## src/elink_params.svh

```systemverilog
`ifndef ELINK_PARAMS_SVH
`define ELINK_PARAMS_SVH

// Payload and line widths
`define ELINK_BYTE_W 8
`define ELINK_CODE_W 10
`define ELINK_LANE_W 2
`define ELINK_PAIRS 5   // Lane pairs per code

// Comma bits abcdeif, held as code[6:0] with code[0] = a (first bit on the line)
`define ELINK_COMMA_N 7'b1111100   // 0011111, K28.x sent at RD-
`define ELINK_COMMA_P 7'b0000011   // 1100000, K28.x sent at RD+

// Delimiter codes at RD-, written abcdeifghj with a as MSB
// RD+ form is the complement for all three
`define ELINK_K28_1 10'b0011111001   // Start of packet
`define ELINK_K28_5 10'b0011111010   // Idle comma
`define ELINK_K28_6 10'b0011110110   // End of packet

`endif

```

## src/elinkPkg.sv

```systemverilog
`default_nettype none
`include "elink_params.svh"

package elinkPkg;

  // Same split as the 2-bit delimiter beside the byte
  typedef enum logic [1:0]
  {
    kindData = 2'b00,
    kindEop  = 2'b01,   // K28.6
    kindSop  = 2'b10,   // K28.1
    kindIdle = 2'b11    // K28.5
  } symKind_t;

  // One payload symbol, delimiter on top of the byte
  typedef struct packed
  {
    symKind_t                kind;
    logic [`ELINK_BYTE_W-1:0] dataByte;
  } elinkSym_t;

  // Line code plus running disparity after it
  typedef struct packed
  {
    logic [`ELINK_CODE_W-1:0] code;   // code[0] = a, sent first
    logic                     rdPos;  // 1 = positive
  } elinkCode_t;

  typedef struct packed
  {
    logic aligned;
    logic codeErr;
    logic dispErr;
  } elinkRxStat_t;

  // Flip code bit order, a at MSB <-> a at LSB
  function automatic logic [`ELINK_CODE_W-1:0] revCode(input logic [`ELINK_CODE_W-1:0] c);
    for (int i = 0; i < `ELINK_CODE_W; i++)
      revCode[i] = c[`ELINK_CODE_W-1-i];
  endfunction

endpackage

`default_nettype wire

```

## src/elinkEncoder8b10b.sv

```systemverilog
`timescale 1ns/1ps
`default_nettype none
`include "elink_params.svh"

module elinkEncoder8b10b
  import elinkPkg::*;
(
  input  wire logic      getDataTrig,
  input  wire logic      rstN,
  input  wire logic      symReq,   // Last pair of the current code
  input  wire elinkSym_t dataIn,
  input  wire logic      dataRdy,
  output elinkCode_t     txCode
);

  // 5b/6b table, RD- form abcdei with a as MSB
  function automatic logic [5:0] tab6(input logic [4:0] x);
    case (x)
      5'd0:  tab6 = 6'b100111;
      5'd1:  tab6 = 6'b011101;
      5'd2:  tab6 = 6'b101101;
      5'd3:  tab6 = 6'b110001;
      5'd4:  tab6 = 6'b110101;
      5'd5:  tab6 = 6'b101001;
      5'd6:  tab6 = 6'b011001;
      5'd7:  tab6 = 6'b111000;   // Balanced, still alternates
      5'd8:  tab6 = 6'b111001;
      5'd9:  tab6 = 6'b100101;
      5'd10: tab6 = 6'b010101;
      5'd11: tab6 = 6'b110100;
      5'd12: tab6 = 6'b001101;
      5'd13: tab6 = 6'b101100;
      5'd14: tab6 = 6'b011100;
      5'd15: tab6 = 6'b010111;
      5'd16: tab6 = 6'b011011;
      5'd17: tab6 = 6'b100011;
      5'd18: tab6 = 6'b010011;
      5'd19: tab6 = 6'b110010;
      5'd20: tab6 = 6'b001011;
      5'd21: tab6 = 6'b101010;
      5'd22: tab6 = 6'b011010;
      5'd23: tab6 = 6'b111010;
      5'd24: tab6 = 6'b110011;
      5'd25: tab6 = 6'b100110;
      5'd26: tab6 = 6'b010110;
      5'd27: tab6 = 6'b110110;
      5'd28: tab6 = 6'b001110;
      5'd29: tab6 = 6'b101110;
      5'd30: tab6 = 6'b011110;
      default: tab6 = 6'b101011;   // D.31
    endcase
  endfunction

  // 3b/4b table, RD- form fghj, primary D.x.7
  function automatic logic [3:0] tab4(input logic [2:0] y);
    case (y)
      3'd0: tab4 = 4'b1011;
      3'd1: tab4 = 4'b1001;
      3'd2: tab4 = 4'b0101;
      3'd3: tab4 = 4'b1100;
      3'd4: tab4 = 4'b1101;
      3'd5: tab4 = 4'b1010;
      3'd6: tab4 = 4'b0110;
      default: tab4 = 4'b1110;
    endcase
  endfunction

  elinkSym_t  symSel;
  logic [4:0] x5;
  logic [2:0] y3;
  logic [5:0] w6;
  logic [3:0] w4;
  logic [9:0] kCode;
  logic [9:0] wAll;   // abcdeifghj, a as MSB
  logic       alt7;
  logic       rdMid;
  logic       rdOut;

  always_comb
  begin
    symSel = dataRdy ? dataIn : '{kind: kindIdle, dataByte: 8'hBC};   // No symbol, send comma
    x5 = symSel.dataByte[4:0];
    y3 = symSel.dataByte[7:5];

    // Data path, 6b sub-block first
    w6 = tab6(x5);
    if (txCode.rdPos && (($countones(w6) != 3) || (x5 == 5'd7)))
      w6 = ~w6;
    rdMid = ($countones(w6) != 3) ? !txCode.rdPos : txCode.rdPos;

    // Alternate D.x.7 avoids a run of five
    alt7 = (y3 == 3'd7) &&
           ((!rdMid && ((x5 == 5'd17) || (x5 == 5'd18) || (x5 == 5'd20))) ||
            (rdMid && ((x5 == 5'd11) || (x5 == 5'd13) || (x5 == 5'd14))));
    w4 = alt7 ? 4'b0111 : tab4(y3);
    if (rdMid && (($countones(w4) != 2) || (y3 == 3'd3)))
      w4 = ~w4;
    rdOut = ($countones(w4) != 2) ? !rdMid : rdMid;
    wAll = {w6, w4};

    // Delimiters override, all flip disparity
    case (symSel.kind)
      kindSop: kCode = `ELINK_K28_1;
      kindEop: kCode = `ELINK_K28_6;
      default: kCode = `ELINK_K28_5;
    endcase
    if (symSel.kind != kindData)
    begin
      wAll = txCode.rdPos ? ~kCode : kCode;
      rdOut = !txCode.rdPos;
    end
  end

  // Reset code is the first idle, sent from RD-
  always_ff @(posedge getDataTrig)
  begin
    if (!rstN)
    begin
      txCode.code <= revCode(`ELINK_K28_5);
      txCode.rdPos <= 1'b1;
    end
    else if (symReq)
    begin
      txCode.code <= revCode(wAll);   // a to bit 0 for the serializer
      txCode.rdPos <= rdOut;
    end
  end

endmodule

`default_nettype wire

```

## src/elinkTxSerializer.sv

```systemverilog
`timescale 1ns/1ps
`default_nettype none
`include "elink_params.svh"

module elinkTxSerializer
  import elinkPkg::*;
(
  input  wire logic                     getDataTrig,
  input  wire logic                     rstN,
  input  wire elinkCode_t               txCode,
  input  wire logic                     swapBits,
  input  wire logic                     reverseOrder,   // MSB first
  output logic                          symReq,
  output logic [`ELINK_LANE_W-1:0]      elinkOut
);

  logic [2:0]                           pairCnt;
  logic [`ELINK_CODE_W-1:0]             ordered;
  logic [`ELINK_CODE_W-`ELINK_LANE_W-1:0] shReg;   // Pairs still to go
  logic [`ELINK_LANE_W-1:0]             pairNow;

  // Bit order picked once per code
  assign ordered = reverseOrder ? revCode(txCode.code) : txCode.code;

  // First pair straight from the encoder register
  assign pairNow = (pairCnt == 3'd0) ? ordered[`ELINK_LANE_W-1:0] :
                                       shReg[`ELINK_LANE_W-1:0];

  assign elinkOut = swapBits ? {pairNow[0], pairNow[1]} : pairNow;

  assign symReq = (pairCnt == 3'(`ELINK_PAIRS - 1));   // Encoder loads on the last pair

  always_ff @(posedge getDataTrig)
  begin
    if (!rstN)
      pairCnt <= '0;
    else if (symReq)
      pairCnt <= '0;
    else
      pairCnt <= pairCnt + 3'd1;
  end

  always_ff @(posedge getDataTrig)
  begin
    if (pairCnt == 3'd0)
      shReg <= ordered[`ELINK_CODE_W-1:`ELINK_LANE_W];   // Rest of the new code
    else
      shReg <= shReg >> `ELINK_LANE_W;
  end

endmodule

`default_nettype wire

```

## src/elinkRxAligner.sv

```systemverilog
`timescale 1ns/1ps
`default_nettype none
`include "elink_params.svh"

module elinkRxAligner
  import elinkPkg::*;
(
  input  wire logic                    getDataTrig,
  input  wire logic                    rstN,
  input  wire logic [`ELINK_LANE_W-1:0] elinkIn,
  input  wire logic                    swapBits,
  input  wire logic                    reverseOrder,
  output logic [`ELINK_CODE_W-1:0]     rxCode,
  output logic                         codeStrobe,
  output logic                         aligned,
  input  wire logic                    realignHint   // Decoder code error
);

  logic [2*`ELINK_CODE_W-1:0] win;   // Oldest bit at 0
  logic [`ELINK_LANE_W-1:0]   pairIn;
  logic [`ELINK_CODE_W-1:0]   candCode [`ELINK_CODE_W];
  logic [`ELINK_CODE_W-1:0]   commaAt;
  logic                       anyComma;
  logic [3:0]                 firstOff;
  logic [3:0]                 phase;
  logic [2:0]                 tickCnt;
  logic                       codeTick;
  logic                       pending;      // Candidate phase waiting for second comma
  logic                       commaSeen;
  logic                       strobeDly;    // Decoder status valid
  logic [1:0]                 missCnt;

  assign pairIn = swapBits ? {elinkIn[0], elinkIn[1]} : elinkIn;
  assign codeTick = (tickCnt == 3'd0);

  always_ff @(posedge getDataTrig)
  begin
    if (!rstN)
      win <= '0;
    else
      win <= {pairIn, win[2*`ELINK_CODE_W-1:`ELINK_LANE_W]};
  end

  // Try every offset, lowest comma wins
  always_comb
  begin
    logic [`ELINK_CODE_W-1:0] rawCode;
    anyComma = 1'b0;
    firstOff = '0;
    for (int o = `ELINK_CODE_W - 1; o >= 0; o--)
    begin
      rawCode = win[o +: `ELINK_CODE_W];
      candCode[o] = reverseOrder ? revCode(rawCode) : rawCode;
      commaAt[o] = (candCode[o][6:0] == `ELINK_COMMA_N) ||
                   (candCode[o][6:0] == `ELINK_COMMA_P);
      if (commaAt[o])
      begin
        anyComma = 1'b1;
        firstOff = 4'(o);
      end
    end
  end

  always_ff @(posedge getDataTrig)
  begin
    if (!rstN)
    begin
      aligned <= 1'b0;
      pending <= 1'b0;
      phase <= '0;
      tickCnt <= '0;
      missCnt <= '0;
      commaSeen <= 1'b0;
      codeStrobe <= 1'b0;
      strobeDly <= 1'b0;
    end
    else
    begin
      codeStrobe <= 1'b0;
      strobeDly <= codeStrobe;
      tickCnt <= (tickCnt == 3'(`ELINK_PAIRS - 1)) ? 3'd0 : tickCnt + 3'd1;
      if (!aligned)
      begin
        if (!pending && anyComma)
        begin
          phase <= firstOff;   // Same offset recurs five clocks on
          pending <= 1'b1;
          tickCnt <= 3'd1;
        end
        else if (pending && codeTick)
        begin
          pending <= 1'b0;
          aligned <= commaAt[phase];
          missCnt <= '0;
        end
      end
      else
      begin
        if (codeTick)
        begin
          codeStrobe <= 1'b1;
          commaSeen <= commaAt[phase];
        end
        // Bad code with no comma counts toward lock loss
        if (strobeDly)
        begin
          if (realignHint && !commaSeen)
          begin
            missCnt <= missCnt + 2'd1;
            if (missCnt == 2'd2)
            begin
              aligned <= 1'b0;
              missCnt <= '0;
            end
          end
          else
            missCnt <= '0;
        end
      end
    end
  end

  always_ff @(posedge getDataTrig)
  begin
    if (aligned && codeTick)
      rxCode <= candCode[phase];
  end

endmodule

`default_nettype wire

```

## src/elinkDecoder8b10b.sv

```systemverilog
`timescale 1ns/1ps
`default_nettype none
`include "elink_params.svh"

module elinkDecoder8b10b
  import elinkPkg::*;
(
  input  wire logic                    getDataTrig,
  input  wire logic                    rstN,
  input  wire logic [`ELINK_CODE_W-1:0] rxCode,
  input  wire logic                    codeStrobe,
  output elinkSym_t                    rxSym,
  output logic                         rxValid,
  output logic                         codeErr,
  output logic                         dispErr
);

  // 6b/5b, both disparity forms, MSB is the valid flag
  function automatic logic [5:0] dec6(input logic [5:0] w);
    case (w)
      6'b100111, 6'b011000: dec6 = {1'b1, 5'd0};
      6'b011101, 6'b100010: dec6 = {1'b1, 5'd1};
      6'b101101, 6'b010010: dec6 = {1'b1, 5'd2};
      6'b110001:            dec6 = {1'b1, 5'd3};
      6'b110101, 6'b001010: dec6 = {1'b1, 5'd4};
      6'b101001:            dec6 = {1'b1, 5'd5};
      6'b011001:            dec6 = {1'b1, 5'd6};
      6'b111000, 6'b000111: dec6 = {1'b1, 5'd7};
      6'b111001, 6'b000110: dec6 = {1'b1, 5'd8};
      6'b100101:            dec6 = {1'b1, 5'd9};
      6'b010101:            dec6 = {1'b1, 5'd10};
      6'b110100:            dec6 = {1'b1, 5'd11};
      6'b001101:            dec6 = {1'b1, 5'd12};
      6'b101100:            dec6 = {1'b1, 5'd13};
      6'b011100:            dec6 = {1'b1, 5'd14};
      6'b010111, 6'b101000: dec6 = {1'b1, 5'd15};
      6'b011011, 6'b100100: dec6 = {1'b1, 5'd16};
      6'b100011:            dec6 = {1'b1, 5'd17};
      6'b010011:            dec6 = {1'b1, 5'd18};
      6'b110010:            dec6 = {1'b1, 5'd19};
      6'b001011:            dec6 = {1'b1, 5'd20};
      6'b101010:            dec6 = {1'b1, 5'd21};
      6'b011010:            dec6 = {1'b1, 5'd22};
      6'b111010, 6'b000101: dec6 = {1'b1, 5'd23};
      6'b110011, 6'b001100: dec6 = {1'b1, 5'd24};
      6'b100110:            dec6 = {1'b1, 5'd25};
      6'b010110:            dec6 = {1'b1, 5'd26};
      6'b110110, 6'b001001: dec6 = {1'b1, 5'd27};
      6'b001110, 6'b001111, 6'b110000: dec6 = {1'b1, 5'd28};   // D.28 and K.28
      6'b101110, 6'b010001: dec6 = {1'b1, 5'd29};
      6'b011110, 6'b100001: dec6 = {1'b1, 5'd30};
      6'b101011, 6'b010100: dec6 = {1'b1, 5'd31};
      default:              dec6 = {1'b0, 5'd0};
    endcase
  endfunction

  // 4b/3b, primary and alternate D.x.7 both accepted
  function automatic logic [3:0] dec4(input logic [3:0] w);
    case (w)
      4'b1011, 4'b0100: dec4 = {1'b1, 3'd0};
      4'b1001:          dec4 = {1'b1, 3'd1};
      4'b0101:          dec4 = {1'b1, 3'd2};
      4'b1100, 4'b0011: dec4 = {1'b1, 3'd3};
      4'b1101, 4'b0010: dec4 = {1'b1, 3'd4};
      4'b1010:          dec4 = {1'b1, 3'd5};
      4'b0110:          dec4 = {1'b1, 3'd6};
      4'b1110, 4'b0001, 4'b0111, 4'b1000: dec4 = {1'b1, 3'd7};
      default:          dec4 = {1'b0, 3'd0};
    endcase
  endfunction

  logic [9:0] wAll;   // abcdeifghj, a as MSB
  logic [5:0] w6;
  logic [3:0] w4;
  logic       ok6;
  logic       ok4;
  logic [4:0] x5;
  logic [2:0] y3;
  logic       isK;
  logic       kKnown;
  symKind_t   kindDec;
  logic       err;
  logic       dErr;
  logic       need6Neg;
  logic       need6Pos;
  logic       rdStart;
  logic       rdMid;
  logic       rdOut;
  logic       rdPos;
  logic       rdKnown;   // Cleared until a good code seeds it

  always_comb
  begin
    wAll = revCode(rxCode);
    w6 = wAll[9:4];
    w4 = wAll[3:0];
    {ok6, x5} = dec6(w6);
    {ok4, y3} = dec4(w4);

    // Delimiters, either polarity
    isK = (w6 == 6'b001111) || (w6 == 6'b110000);
    kKnown = 1'b1;
    if ((wAll == `ELINK_K28_1) || (wAll == ~`ELINK_K28_1))
      kindDec = kindSop;
    else if ((wAll == `ELINK_K28_6) || (wAll == ~`ELINK_K28_6))
      kindDec = kindEop;
    else if ((wAll == `ELINK_K28_5) || (wAll == ~`ELINK_K28_5))
      kindDec = kindIdle;
    else
    begin
      kindDec = kindData;
      kKnown = !isK;   // Other K28.y not supported
    end
    err = !ok6 || !ok4 || !kKnown;

    // Disparity, each unbalanced block sets RD outright
    need6Neg = ($countones(w6) == 4) || (w6 == 6'b111000);
    need6Pos = ($countones(w6) == 2) || (w6 == 6'b000111);
    rdStart = rdKnown ? rdPos : (need6Pos ? 1'b1 : (need6Neg ? 1'b0 : rdPos));
    dErr = (need6Neg && rdStart) || (need6Pos && !rdStart);
    rdMid = ($countones(w6) != 3) ? ($countones(w6) > 3) : rdStart;
    if ((($countones(w4) == 3) || (w4 == 4'b1100)) && rdMid)
      dErr = 1'b1;
    if ((($countones(w4) == 1) || (w4 == 4'b0011)) && !rdMid)
      dErr = 1'b1;
    rdOut = ($countones(w4) != 2) ? ($countones(w4) > 2) : rdMid;
  end

  always_ff @(posedge getDataTrig)
  begin
    if (!rstN)
    begin
      rxValid <= 1'b0;
      codeErr <= 1'b0;
      dispErr <= 1'b0;
      rdPos <= 1'b0;   // Starts negative
      rdKnown <= 1'b0;
    end
    else
    begin
      rxValid <= codeStrobe;   // Every code, idles too
      if (codeStrobe)
      begin
        codeErr <= err;
        dispErr <= dErr && rdKnown && !err;
        rdPos <= rdOut;
        rdKnown <= !err;   // Reseed after a bad code
      end
    end
  end

  always_ff @(posedge getDataTrig)
  begin
    if (codeStrobe)
    begin
      rxSym.kind <= err ? kindIdle : kindDec;   // Bad code never reads as payload
      rxSym.dataByte <= {y3, x5};
    end
  end

endmodule

`default_nettype wire

```

## src/elinkLoopback.sv

```systemverilog
`timescale 1ns/1ps
`default_nettype none
`include "elink_params.svh"

module elinkLoopback
  import elinkPkg::*;
(
  input  wire logic                    getDataTrig,
  input  wire logic                    rstN,
  input  wire elinkSym_t               dataIn,
  input  wire logic                    dataRdy,
  input  wire logic                    swapBits,
  input  wire logic                    reverseOrder,
  output logic                         dataReq,
  output logic [`ELINK_LANE_W-1:0]     elinkOut,
  output elinkSym_t                    rxSym,
  output logic                         rxValid,
  output elinkRxStat_t                 rxStat
);

  elinkCode_t               txCode;
  logic [`ELINK_CODE_W-1:0] rxCode;
  logic                     codeStrobe;

  // Transmit side
  elinkEncoder8b10b uEncoder (
    .getDataTrig (getDataTrig),
    .rstN        (rstN),
    .symReq      (dataReq),
    .dataIn      (dataIn),
    .dataRdy     (dataRdy),
    .txCode      (txCode)
  );

  elinkTxSerializer uSerializer (
    .getDataTrig  (getDataTrig),
    .rstN         (rstN),
    .txCode       (txCode),
    .swapBits     (swapBits),
    .reverseOrder (reverseOrder),
    .symReq       (dataReq),   // Also the source request
    .elinkOut     (elinkOut)
  );

  // Receive side, fed from the lane
  elinkRxAligner uAligner (
    .getDataTrig  (getDataTrig),
    .rstN         (rstN),
    .elinkIn      (elinkOut),
    .swapBits     (swapBits),
    .reverseOrder (reverseOrder),
    .rxCode       (rxCode),
    .codeStrobe   (codeStrobe),
    .aligned      (rxStat.aligned),
    .realignHint  (rxStat.codeErr)
  );

  elinkDecoder8b10b uDecoder (
    .getDataTrig (getDataTrig),
    .rstN        (rstN),
    .rxCode      (rxCode),
    .codeStrobe  (codeStrobe),
    .rxSym       (rxSym),
    .rxValid     (rxValid),
    .codeErr     (rxStat.codeErr),
    .dispErr     (rxStat.dispErr)
  );

endmodule

`default_nettype wire

```

## config.mk

```make
export PLATFORM = sky130hd
export DESIGN_NAME = elinkLoopback
export DESIGN_NICKNAME = d
export VERILOG_FILES = /design/src/elinkPkg.sv /design/src/elinkEncoder8b10b.sv /design/src/elinkTxSerializer.sv /design/src/elinkRxAligner.sv /design/src/elinkDecoder8b10b.sv /design/src/elinkLoopback.sv
export VERILOG_INCLUDE_DIRS = /design/src
export SDC_FILE = /design/constraint.sdc
export NUM_CORES = 1
export LEC_CHECK = 0
export ABC_CLOCK_PERIOD_IN_PS = 22400
export BUFFER_PORTS_ARGS = -buffer_cell sky130_fd_sc_hd__buf_2
export CAP_MARGIN = 15
export CORE_ASPECT_RATIO = 0.7
export CORE_UTILIZATION = 50
export DETAILED_ROUTE_END_ITERATION = 8
export PLACE_DENSITY_LB_ADDON = 0.25
export SLEW_MARGIN = 0
export SYNTH_ARGS = -nofsm -noshare
export SYNTH_HDL_FRONTEND = slang
export SYNTH_SLANG_ARGS = --single-unit
```

## constraint.sdc

```tcl
create_clock -name getDataTrig -period 22.4 [get_ports getDataTrig]
set_clock_uncertainty 0.2 [all_clocks]
set_input_delay 3.36 -clock getDataTrig [delete_from_list [all_inputs] [get_ports getDataTrig]]
set_output_delay 3.36 -clock getDataTrig [all_outputs]
set_load 0.03 [all_outputs]
```

==> flow_summary_export.csv, run 1 <==
group,metric,value,unit
status,status,"finished clean",
floorplanning,ioPinCount,32,
setup_path,reg2reg_from,"uEncoder.txCode[0]$_SDFFE_PN1P_",
grt,grt_pass1_wl,34100,um
timing,drv_slew,0,
place,io_buffer_count,31,
timing,rsz0062_at_grt,"false",
grt,grt_pass1_vias,6310,
logic_synthesis,synth.distinct_cells,98,
logic_synthesis,synthesis.instances,945,
logic_synthesis,synth_seq_area_share,24.3,%
setup_path,crit_arrival,11.72,ns
run,maxCapViolations,0,
clock_tree,cts_buffer_depth,2,
logic_synthesis,synth.avg_cell_area,8.70,sq um
layout,fin_cells,1142,
clock_tree,hold_buffers,0,
timing,finalWorstSetupSlack,10.70,ns
setup_path,path_buf_inv,2,
logic_synthesis,synth_simple_gate_area_share,20.7,%
clock_tree,cts.htree.levels,3,
grt,overflow,0,
layout,layout.nets,987,
logic_synthesis,synth_area,8220,sq um
worst_hold_path,min_from,"uDecoder.y3[2]$_DFF_P_",
grt,grt_max_degree,66,
timing,tns,0,ns
logic_synthesis,synth_fp_nets,1015,
timing,fmax,0.0855,GHz
clock_tree,cts_tree,"done",
clock_tree,post_cts_resized,0,
power_and_ir_drop,leakage,3.52,nW
logic_synthesis,ys.flop_type,"dfxtp_1",
layout,n_fill_cell,1441,
timing,finalCritPeriodShare,52.2,%
logic_synthesis,ys_async_sr_fraction,0,%
setup_path,cp.required,22.41,ns
grt,antenna_found_initial,0,
drt,first_pass_iters,6,
logic_synthesis,synth_edf_count,20,
timing,fin_hold_ws,0.205,ns
place,pre_cts_ws,10.32,ns
logic_synthesis,ys_seq_elements,90,
place,dp_cells,1126,
layout,seqCellArea,2000,sq um
clock_tree,path_clk_slew,0.07,ns
drt,routed_wl,21000,um
floorplanning,core,15800,sq um
layout,diodes,0,
drt,via_per_inst,6.29,
drt,drtIter0Drc,851,
clock_tree,clk_latency,0.36,ns
clock_tree,numClockSinks,90,
setup_path,criticalPathCategory,"in2reg",
logic_synthesis,yosys.area_share.xor_xnor,1.92,%
layout,final_cell_mix,"75 x nor2_1, 71 x nand2_1, 69 x dfxtp_1",
worst_hold_path,worstHoldPathType,"reg2reg",
drt,top_layer_used,"met4",
place,placed_cell_area,8340,sq um
setup_path,crit_family,"adder cells",
logic_synthesis,synth_top_family_by_area,"simple AND/OR/NAND/NOR gates",
setup_path,slowest_stage,"fa_1",
logic_synthesis,synthMuxAreaShare,17.2,%
setup_path,cpPeakStageDelay,0.49,ns
timing,tightest_slew,1.02,ns
clock_tree,cts_setup_buffers,0,
power_and_ir_drop,p_per_area,49.4,nW/um^2
power_and_ir_drop,ir_worst_vdd,0.0382,mV
setup_path,worst-path-stages,35,
layout,final_common_cell,"nor2_1",
worst_hold_path,hold_depth,0,
layout,multi_input_area,5620,sq um
setup_path,cpMostUsedCell,"ha_1",
timing,period_needed,11.70,ns
logic_synthesis,synth_compound_area_share,19.3,%
floorplanning,fp.dieArea,17000,sq um
floorplanning,die_w,155,um
power_and_ir_drop,finalPower,427,uW
setup_path,r2r-end,"uEncoder.txCode[0]$_SDFFE_PN1P_",
logic_synthesis,yosys.area_share.adder,9.22,%
drt,ant_nets,0,
drt,routedLengthMet1,10400,um
clock_tree,cts_root_buf,"clkbuf_16",
floorplanning,num_rows,38,
timing,hold_viol,0,
setup_path,worstSetupEndpointType,"flop",
drt,route.detailed.drc,0,
layout,final_util,54.8,%
timing,relSlewSlack,31.9,%
drt,wire_per_inst,18.4,um
floorplanning,die_h,109,um
layout,area_growth,5.10,%
clock_tree,cts_made_buffers,9,
setup_path,worstRegToRegCells,22,
place,gp_congestion,0.939,
grt,grt.total_usage,25.5,%
worst_hold_path,holdPathEnd,"uDecoder.rxSym[7]$_DFFE_PP_",
timing,finalSetupViolCount,0,
drt,met2_length,8040,um
drt,routed-wl-met3,2310,um
logic_synthesis,yosys_warnings,0,
setup_path,r2r_slack,15.85,ns
setup_path,crit_fanout,21,
layout,drive_gt1_share,11.4,%
place,place.detailed.hpwl,14500,um
setup_path,critPathLaunchType,"input port",
drt,vias,7185,
layout,design_area,8640,sq um
floorplanning,start_util,52.1,%
worst reg2reg max path, cell delays in order, from the launching register on:
cell and delay (ns):
dfxtp_1 0.52, nand2_1 0.29, xor2_1 0.31, nor2_1 0.11
fa_1 0.49, ha_1 0.28, nor4bb_1 0.31, xnor2_1 0.27
nor4b_1 0.33, o21ai_1 0.15, a31oi_1 0.43, ha_1 0.34
ha_1 0.20, fa_1 0.43, nand3_1 0.08, nand2_1 0.17
and2_1 0.24, a21oi_1 0.19, fa_1 0.44, nor3b_1 0.27
xnor2_1 0.10, nor3_1 0.16, o21ai_0 0.10
worst max path at each step:
stage | start | slack [ns] | endpoint
final | dataRdy | 10.70 | uEncoder.txCode[0]$_SDFFE_PN1P_
after global routing | dataRdy | 9.96 | uEncoder.txCode[0]$_SDFFE_PN1P_
after CTS | dataRdy | 10.69 | uEncoder.txCode[0]$_SDFFE_PN1P_
after detailed placement | dataRdy | 10.32 | uEncoder.txCode[0]$_SDFFE_PN1P_
after global placement | dataRdy | 10.76 | uEncoder.txCode[0]$_SDFFE_PN1P_
after floorplan | dataRdy | 11.14 | uEncoder.txCode[0]$_SDFFE_PN1P_
where the power goes:
group / internal [mW] / switching (mW)
combinational: 0.0393 / 0.0551
clock: 0.0860 / 0.0691
sequential: 0.172 / 0.00577
total: 0.297 / 0.130
metal layers:
metal | track usage [%] | vias to the layer above
met5 | 0 | -
met4 | 6.58 | 0
met3 | 8.00 | 30
met2 | 33.7 | 344
met1 | 39.2 | 3372
li1 | - | 3439
logic make-up after synthesis:
logic type / count (synthesis)
AOI/OAI and AO/OA: 224
xor gates and xnor gates: 18
adders and majority gates: 56
buffers and inverters: 135
DFF: 90
muxes: 92
and+or+nand+nor: 330
state kept, by name, indices dropped and copies added (netlist names), 4 cells and up:
| name | cells |
|---|---|
| uAligner.phase | 4 |
| uAligner.rxCode | 10 |
| uAligner.win | 20 |
| uDecoder.rxSym | 10 |
| uDecoder.x5 | 5 |
| uEncoder.txCode | 11 |
| uSerializer.shReg | 8 |
final cells by class:
| class | count | area share [%] |
|---|---|---|
| Timing Repair Buffer | 42 | 2.78 |
| Sequential cell | 90 | 23.2 |
| Clock buffer | 12 | 3.10 |
| Clock inverter | 4 | 0.362 |
| Multi-Input combinational cell | 720 | 65.1 |
| Tap cell | 220 | 3.18 |
| Inverter | 54 | 2.35 |
cell usage after synthesis (all sizes together) (5+ instances only):
cell,instances,area share [%]
inv,52,2.4
a21o,5,0.46
a211oi,11,1.0
mux2,10,1.4
nand3,37,2.3
o211ai,7,0.64
nor4,11,0.84
fa,8,1.9
nand2,71,3.2
nor2b,14,1.1
a22oi,8,0.73
and3,8,0.61
dfxtp,70,17
clkbuf,53,2.4
nand2b,21,1.6
xor2,10,1.1
nor3,13,0.79
nand4,10,0.76
nor2,76,3.5
and2,24,1.8
o31ai,5,0.52
xnor2,8,0.85
or2,9,0.68
mux2i,46,5.6
a31oi,15,1.2
o21ai,48,3.0
a32oi,7,0.84
a221oi,6,0.64
ha,47,7.2
edfxtp,20,7.3
or3,6,0.46
a21oi,41,2.7
o21bai,6,0.55
nor3b,6,0.55
mux4,36,10
buf,28,2.4
Note: power is estimated with default switching activity, not from simulation.
==> run 2, diff against run 1 <==
--- a/config.mk
+++ b/config.mk
@@ -6,7 +6,7 @@
 export SDC_FILE = /design/constraint.sdc
 export NUM_CORES = 1
 export LEC_CHECK = 0
-export ABC_CLOCK_PERIOD_IN_PS = 22400
+export ABC_CLOCK_PERIOD_IN_PS = 11300
 export BUFFER_PORTS_ARGS = -buffer_cell sky130_fd_sc_hd__buf_2
 export CAP_MARGIN = 15
 export CORE_ASPECT_RATIO = 0.7
==> constraint.sdc (replaced) <==
create_clock -name getDataTrig -period 11.3 [get_ports getDataTrig]
set_clock_uncertainty 0.2 [all_clocks]
set_input_delay 1.695 -clock getDataTrig [delete_from_list [all_inputs] [get_ports getDataTrig]]
set_output_delay 1.695 -clock getDataTrig [all_outputs]
set_load 0.03 [all_outputs]
==> flow_summary_export.csv, run 2 (synthesized netlist as in run 1, its figures left out) <==
group,metric,value,unit
timing,hold_viol,0,
drt,route.detailed.drc,0,
setup_path,cp.required,11.30,ns
drt,drtIter0Drc,864,
layout,final_cell_mix,"75 x nor2_1, 71 x nand2_1, 69 x dfxtp_1",
drt,ant_nets,0,
layout,regMostFlops,"uAligner.win",
timing,drv_slew,0,
clock_tree,clk_latency,0.35,ns
layout,n_fill_cell,1466,
setup_path,slowest_stage,"fa_1",
grt,grt_max_degree,86,
grt,overflow,0,
floorplanning,core,15800,sq um
clock_tree,cts_root_buf,"clkbuf_16",
layout,design_area,8650,sq um
clock_tree,post_cts_resized,0,
floorplanning,num_rows,38,
floorplanning,ioPinCount,32,
clock_tree,path_clk_slew,0.07,ns
power_and_ir_drop,p_per_area,97.7,nW/um^2
setup_path,reg2reg_from,"uEncoder.txCode[0]$_SDFFE_PN1P_",
power_and_ir_drop,ir_worst_vdd,0.0578,mV
place,io_buffer_count,31,
setup_path,crit_fanout,21,
drt,routed_wl,21000,um
floorplanning,fp.dieArea,17000,sq um
place,placed_cell_area,8350,sq um
timing,fmax,0.0994,GHz
floorplanning,start_util,52.1,%
timing,finalCritPeriodShare,89.0,%
timing,relSlewSlack,32.6,%
layout,diodes,0,
clock_tree,cts_buffer_depth,2,
drt,met2_length,8260,um
setup_path,cpPeakStageDelay,0.49,ns
power_and_ir_drop,leakage,3.52,nW
layout,reg_top3,"uAligner.win (20), uEncoder.txCode (11)",
setup_path,r2r-end,"uEncoder.txCode[0]$_SDFFE_PN1P_",
setup_path,worstSetupEndpointType,"flop",
timing,fin_hold_ws,0.205,ns
drt,wire_per_inst,18.3,um
clock_tree,cts_setup_buffers,0,
grt,grt.total_usage,25.1,%
clock_tree,numClockSinks,90,
setup_path,worstRegToRegCells,22,
setup_path,cp-endpoint,"uEncoder.txCode[0]$_SDFFE_PN1P_",
layout,drive_gt1_share,11.5,%
place,place.detailed.hpwl,14300,um
place,gp_congestion,0.926,
drt,top_layer_used,"met4",
setup_path,crit_arrival,10.06,ns
drt,via_per_inst,6.25,
layout,final_common_cell,"nor2_1",
drt,routed-wl-met3,2110,um
setup_path,r2r_slack,4.78,ns
timing,tns,0,ns
drt,routedLengthMet1,10500,um
timing,rsz0062_at_grt,"false",
timing,period_needed,10.06,ns
floorplanning,die_h,109,um
floorplanning,die_w,155,um
timing,tightest_slew,1.01,ns
grt,grt_pass1_vias,6214,
setup_path,criticalPathCategory,"in2reg",
grt,antenna_found_initial,0,
setup_path,critPathLaunchType,"input port",
status,status,"finished clean",
layout,area_growth,5.16,%
clock_tree,cts_made_buffers,9,
drt,vias,7139,
setup_path,cpMostUsedCell,"ha_1",
setup_path,crit_start,"dataRdy",
clock_tree,cts.htree.levels,3,
worst_hold_path,worstHoldPathType,"reg2reg",
drt,first_pass_iters,5,
layout,layout.nets,988,
run,maxCapViolations,0,
clock_tree,cts_tree,"done",
power_and_ir_drop,finalPower,845,uW
timing,finalSetupViolCount,0,
clock_tree,hold_buffers,0,
grt,grt_pass1_wl,33600,um
layout,largest_reg_flops,20,
[run 2: cell types whose count changed in the layout (fill, tap and decap cells not counted), sizes merged]
cell / delta
inv: +1
clkbuf: -1
buf: +1
[run 2: report_power, final]
group / switching (mW) / leakage [nW] / internal [mW]
clock network: 0.137 / 0.148 / 0.166
registers: 0.0110 / 0.748 / 0.341
logic: 0.112 / 2.63 / 0.0785
total: 0.260 / 3.52 / 0.585
[run 2: final cells by class]
class | instances | area, sq um | area share (%)
multi-input cells | 720 | 5620 | 65.0
flip-flops and latches | 90 | 2000 | 23.2
well taps | 220 | 275 | 3.18
clock buffers | 11 | 254 | 2.94
repair buffers | 43 | 248 | 2.86
inverters | 54 | 203 | 2.34
clock inverters | 5 | 42.5 | 0.492
[run 2: routing by layer]
| layer | vias up | global-route usage, % |
|---|---|---|
| li1 | 3438 | - |
| met1 | 3373 | 39.2 |
| met2 | 315 | 33.7 |
| met3 | 13 | 7.53 |
| met4 | 0 | 3.43 |
| met5 | - | 0 |
[run 2: through the flow]
step	setup slack, ns	std cells	util (%)
final	1.24	1143	54.8
after global routing	0.666	1143	54.8
after CTS	1.27	1143	54.8
after detailed placement	0.915	1127	52.9
after global placement	1.29	1127	52.9
after floorplan	1.71	945	-
[run 2: worst min path at each step]
stage | start | end | slack, ns | depth (start not counted)
floorplan | uDecoder.x5[0]$_DFF_P_ | uDecoder.rxSym[0]$_DFFE_PP_ | 0.19 | 0
global placement | uDecoder.y3[2]$_DFF_P_ | uDecoder.rxSym[7]$_DFFE_PP_ | 0.19 | 0
detailed placement | uDecoder.y3[1]$_DFF_P_ | uDecoder.rxSym[6]$_DFFE_PP_ | 0.19 | 0
CTS | uDecoder.y3[1]$_DFF_P_ | uDecoder.rxSym[6]$_DFFE_PP_ | 0.21 | 0
global route | uDecoder.y3[2]$_DFF_P_ | uDecoder.rxSym[7]$_DFFE_PP_ | 0.21 | 0
finish | uDecoder.y3[1]$_DFF_P_ | uDecoder.rxSym[6]$_DFFE_PP_ | 0.20 | 0
[run 2: critical path, delay by kind of cell]
family | cells | cell delay [ns]
AOI/OAI and AO/OA | 7 | 1.57
buffers and inverters | 2 | 0.30
and+or+nand+nor | 13 | 2.42
adders and majority gates | 10 | 3.43
xor gates and xnor gates | 3 | 0.64
==> run 3, diff against run 2 <==
--- a/config.mk
+++ b/config.mk
@@ -11,6 +11,7 @@
 export CAP_MARGIN = 15
 export CORE_ASPECT_RATIO = 0.7
 export CORE_UTILIZATION = 50
+export CTS_BUF_LIST = sky130_fd_sc_hd__clkbuf_4 sky130_fd_sc_hd__clkbuf_8
 export DETAILED_ROUTE_END_ITERATION = 8
 export PLACE_DENSITY_LB_ADDON = 0.25
 export SLEW_MARGIN = 0
==> flow_summary_export.csv, run 3 (synthesized netlist as in run 1, its figures left out) <==
group,metric,value,unit
timing,period_needed,10.03,ns
floorplanning,num_rows,38,
power_and_ir_drop,p_int,527,uW
timing,relSlewSlack,33.1,%
grt,grt_pass1_wl,33600,um
clock_tree,path_clk_slew,0.09,ns
floorplanning,ioPinCount,32,
grt,overflow,0,
timing,drv_slew,0,
setup_path,criticalPathCategory,"in2reg",
clock_tree,cts_root_buf,"clkbuf_8",
setup_path,slowest_stage,"fa_1",
layout,drive_gt1_share,11.6,%
layout,largest_reg_flops,20,
floorplanning,die_w,155,um
power_and_ir_drop,combPwrFrac,24.5,%
power_and_ir_drop,leakage,3.48,nW
power_and_ir_drop,finalPower,776,uW
clock_tree,post_cts_resized,0,
run,maxCapViolations,0,
place,io_buffer_count,31,
drt,via_per_inst,6.23,
clock_tree,cts_setup_buffers,0,
drt,wire_per_inst,18.3,um
status,status,"finished clean",
layout,seqCellArea,2000,sq um
layout,final_common_cell,"nor2_1",
drt,drtIter0Drc,855,
floorplanning,die_h,109,um
place,place.detailed.hpwl,14300,um
setup_path,cp.required,11.33,ns
setup_path,crit_fanout,21,
setup_path,worstSetupEndpointType,"flop",
layout,fin_cells,1143,
place,dp_cells,1127,
timing,fmax,0.0997,GHz
layout,reg_top3,"uAligner.win (20), uEncoder.txCode (11)",
drt,routed_wl,20900,um
setup_path,crit_arrival,10.06,ns
setup_path,critPathLaunchType,"input port",
layout,layout.nets,988,
timing,rsz0062_at_grt,"false",
clock_tree,numClockSinks,90,
power_and_ir_drop,p_per_area,90.7,nW/um^2
clock_tree,cts.htree.levels,3,
worst_hold_path,worstHoldPathType,"reg2reg",
grt,antenna_found_initial,0,
clock_tree,cts_buffer_depth,2,
timing,tightest_slew,1.00,ns
power_and_ir_drop,ir_worst_vdd,0.0710,mV
grt,grt_pass1_vias,6205,
timing,finalSetupViolCount,0,
clock_tree,clk_latency,0.38,ns
layout,diodes,0,
power_and_ir_drop,power.switching,249,uW
drt,ant_nets,0,
clock_tree,hold_buffers,0,
drt,first_pass_iters,6,
setup_path,cpMostUsedCell,"ha_1",
floorplanning,start_util,52.1,%
floorplanning,fp.dieArea,17000,sq um
power_and_ir_drop,p_seq_share,45.3,%
clock_tree,cts_made_buffers,9,
floorplanning,core,15800,sq um
power_and_ir_drop,clkPwrFrac,30.2,%
clock_tree,cts_tree,"done",
grt,grt.total_usage,25.0,%
drt,route.detailed.drc,0,
layout,area_growth,4.03,%
layout,multi_input_area,5620,sq um
timing,tns,0,ns
setup_path,cpPeakStageDelay,0.49,ns
layout,final_cell_mix,"75 x nor2_1, 71 x nand2_1, 69 x dfxtp_1",
grt,grt_max_degree,86,
layout,n_fill_cell,1482,
drt,vias,7119,
timing,hold_viol,0,
layout,regMostFlops,"uAligner.win",
timing,finalCritPeriodShare,88.7,%
power_and_ir_drop,sw_frac_of_total,32.1,%
place,gp_congestion,0.926,
## run 3: metrics by stage
stage	util (%)	instance area, sq um	hold slack [ns]	worst slack (ns)
after floorplan	-	8220	0.186	1.71
after global placement	52.9	8350	0.187	1.29
after detailed placement	52.9	8350	0.189	0.915
after CTS	54.2	8560	0.212	1.30
after global routing	54.2	8560	0.219	0.709
final	54.2	8560	0.211	1.27
## run 3: final timing paths
kind / slack (ns) / end / cells past startpoint / startpoint
max: 1.27 / uEncoder.txCode[0]$_SDFFE_PN1P_ / 35 / dataRdy
min: 0.21 / uDecoder.rxSym[6]$_DFFE_PP_ / 0 / uDecoder.y3[1]$_DFF_P_
max reg2reg: 4.79 / uEncoder.txCode[0]$_SDFFE_PN1P_ / 22 / uEncoder.txCode[0]$_SDFFE_PN1P_
min reg2reg: 0.21 / uDecoder.rxSym[6]$_DFFE_PP_ / 0 / uDecoder.y3[1]$_DFF_P_
## run 3: power by group through the flow
stage | Clock (mW) | Combinational (mW) | Sequential, mW
after detailed placement | 0 | 0.189 | 0.358
after CTS | 0.241 | 0.190 | 0.351
after global routing | 0.255 | 0.213 | 0.353
after global placement | 0 | 0.181 | 0.358
final | 0.235 | 0.190 | 0.351
after floorplan | 0 | 0.155 | 0.353
## run 3: area by class of cell
type,count,area share [%]
Clock buffer,10,1.54
Clock inverter,6,0.848
Inverter,54,2.37
Multi-Input combinational cell,720,65.7
Sequential cell,90,23.4
Tap cell,220,3.22
Timing Repair Buffer,43,2.90
## run 3: metal layers
metal	up-vias	wire length, um	GRT usage [%]
li1	3445	-	-
met1	3365	10200	38.6
met2	291	8230	33.8
met3	18	2250	7.88
met4	0	152	4.20
met5	-	0	0
## run 3: worst max-delay path: cells and delay by family
family,cells,cell delay (ns)
compound gates,7,1.58
xor+xnor,3,0.64
fa+ha+maj,10,3.43
buf+inv,2,0.30
simple gates,13,2.40
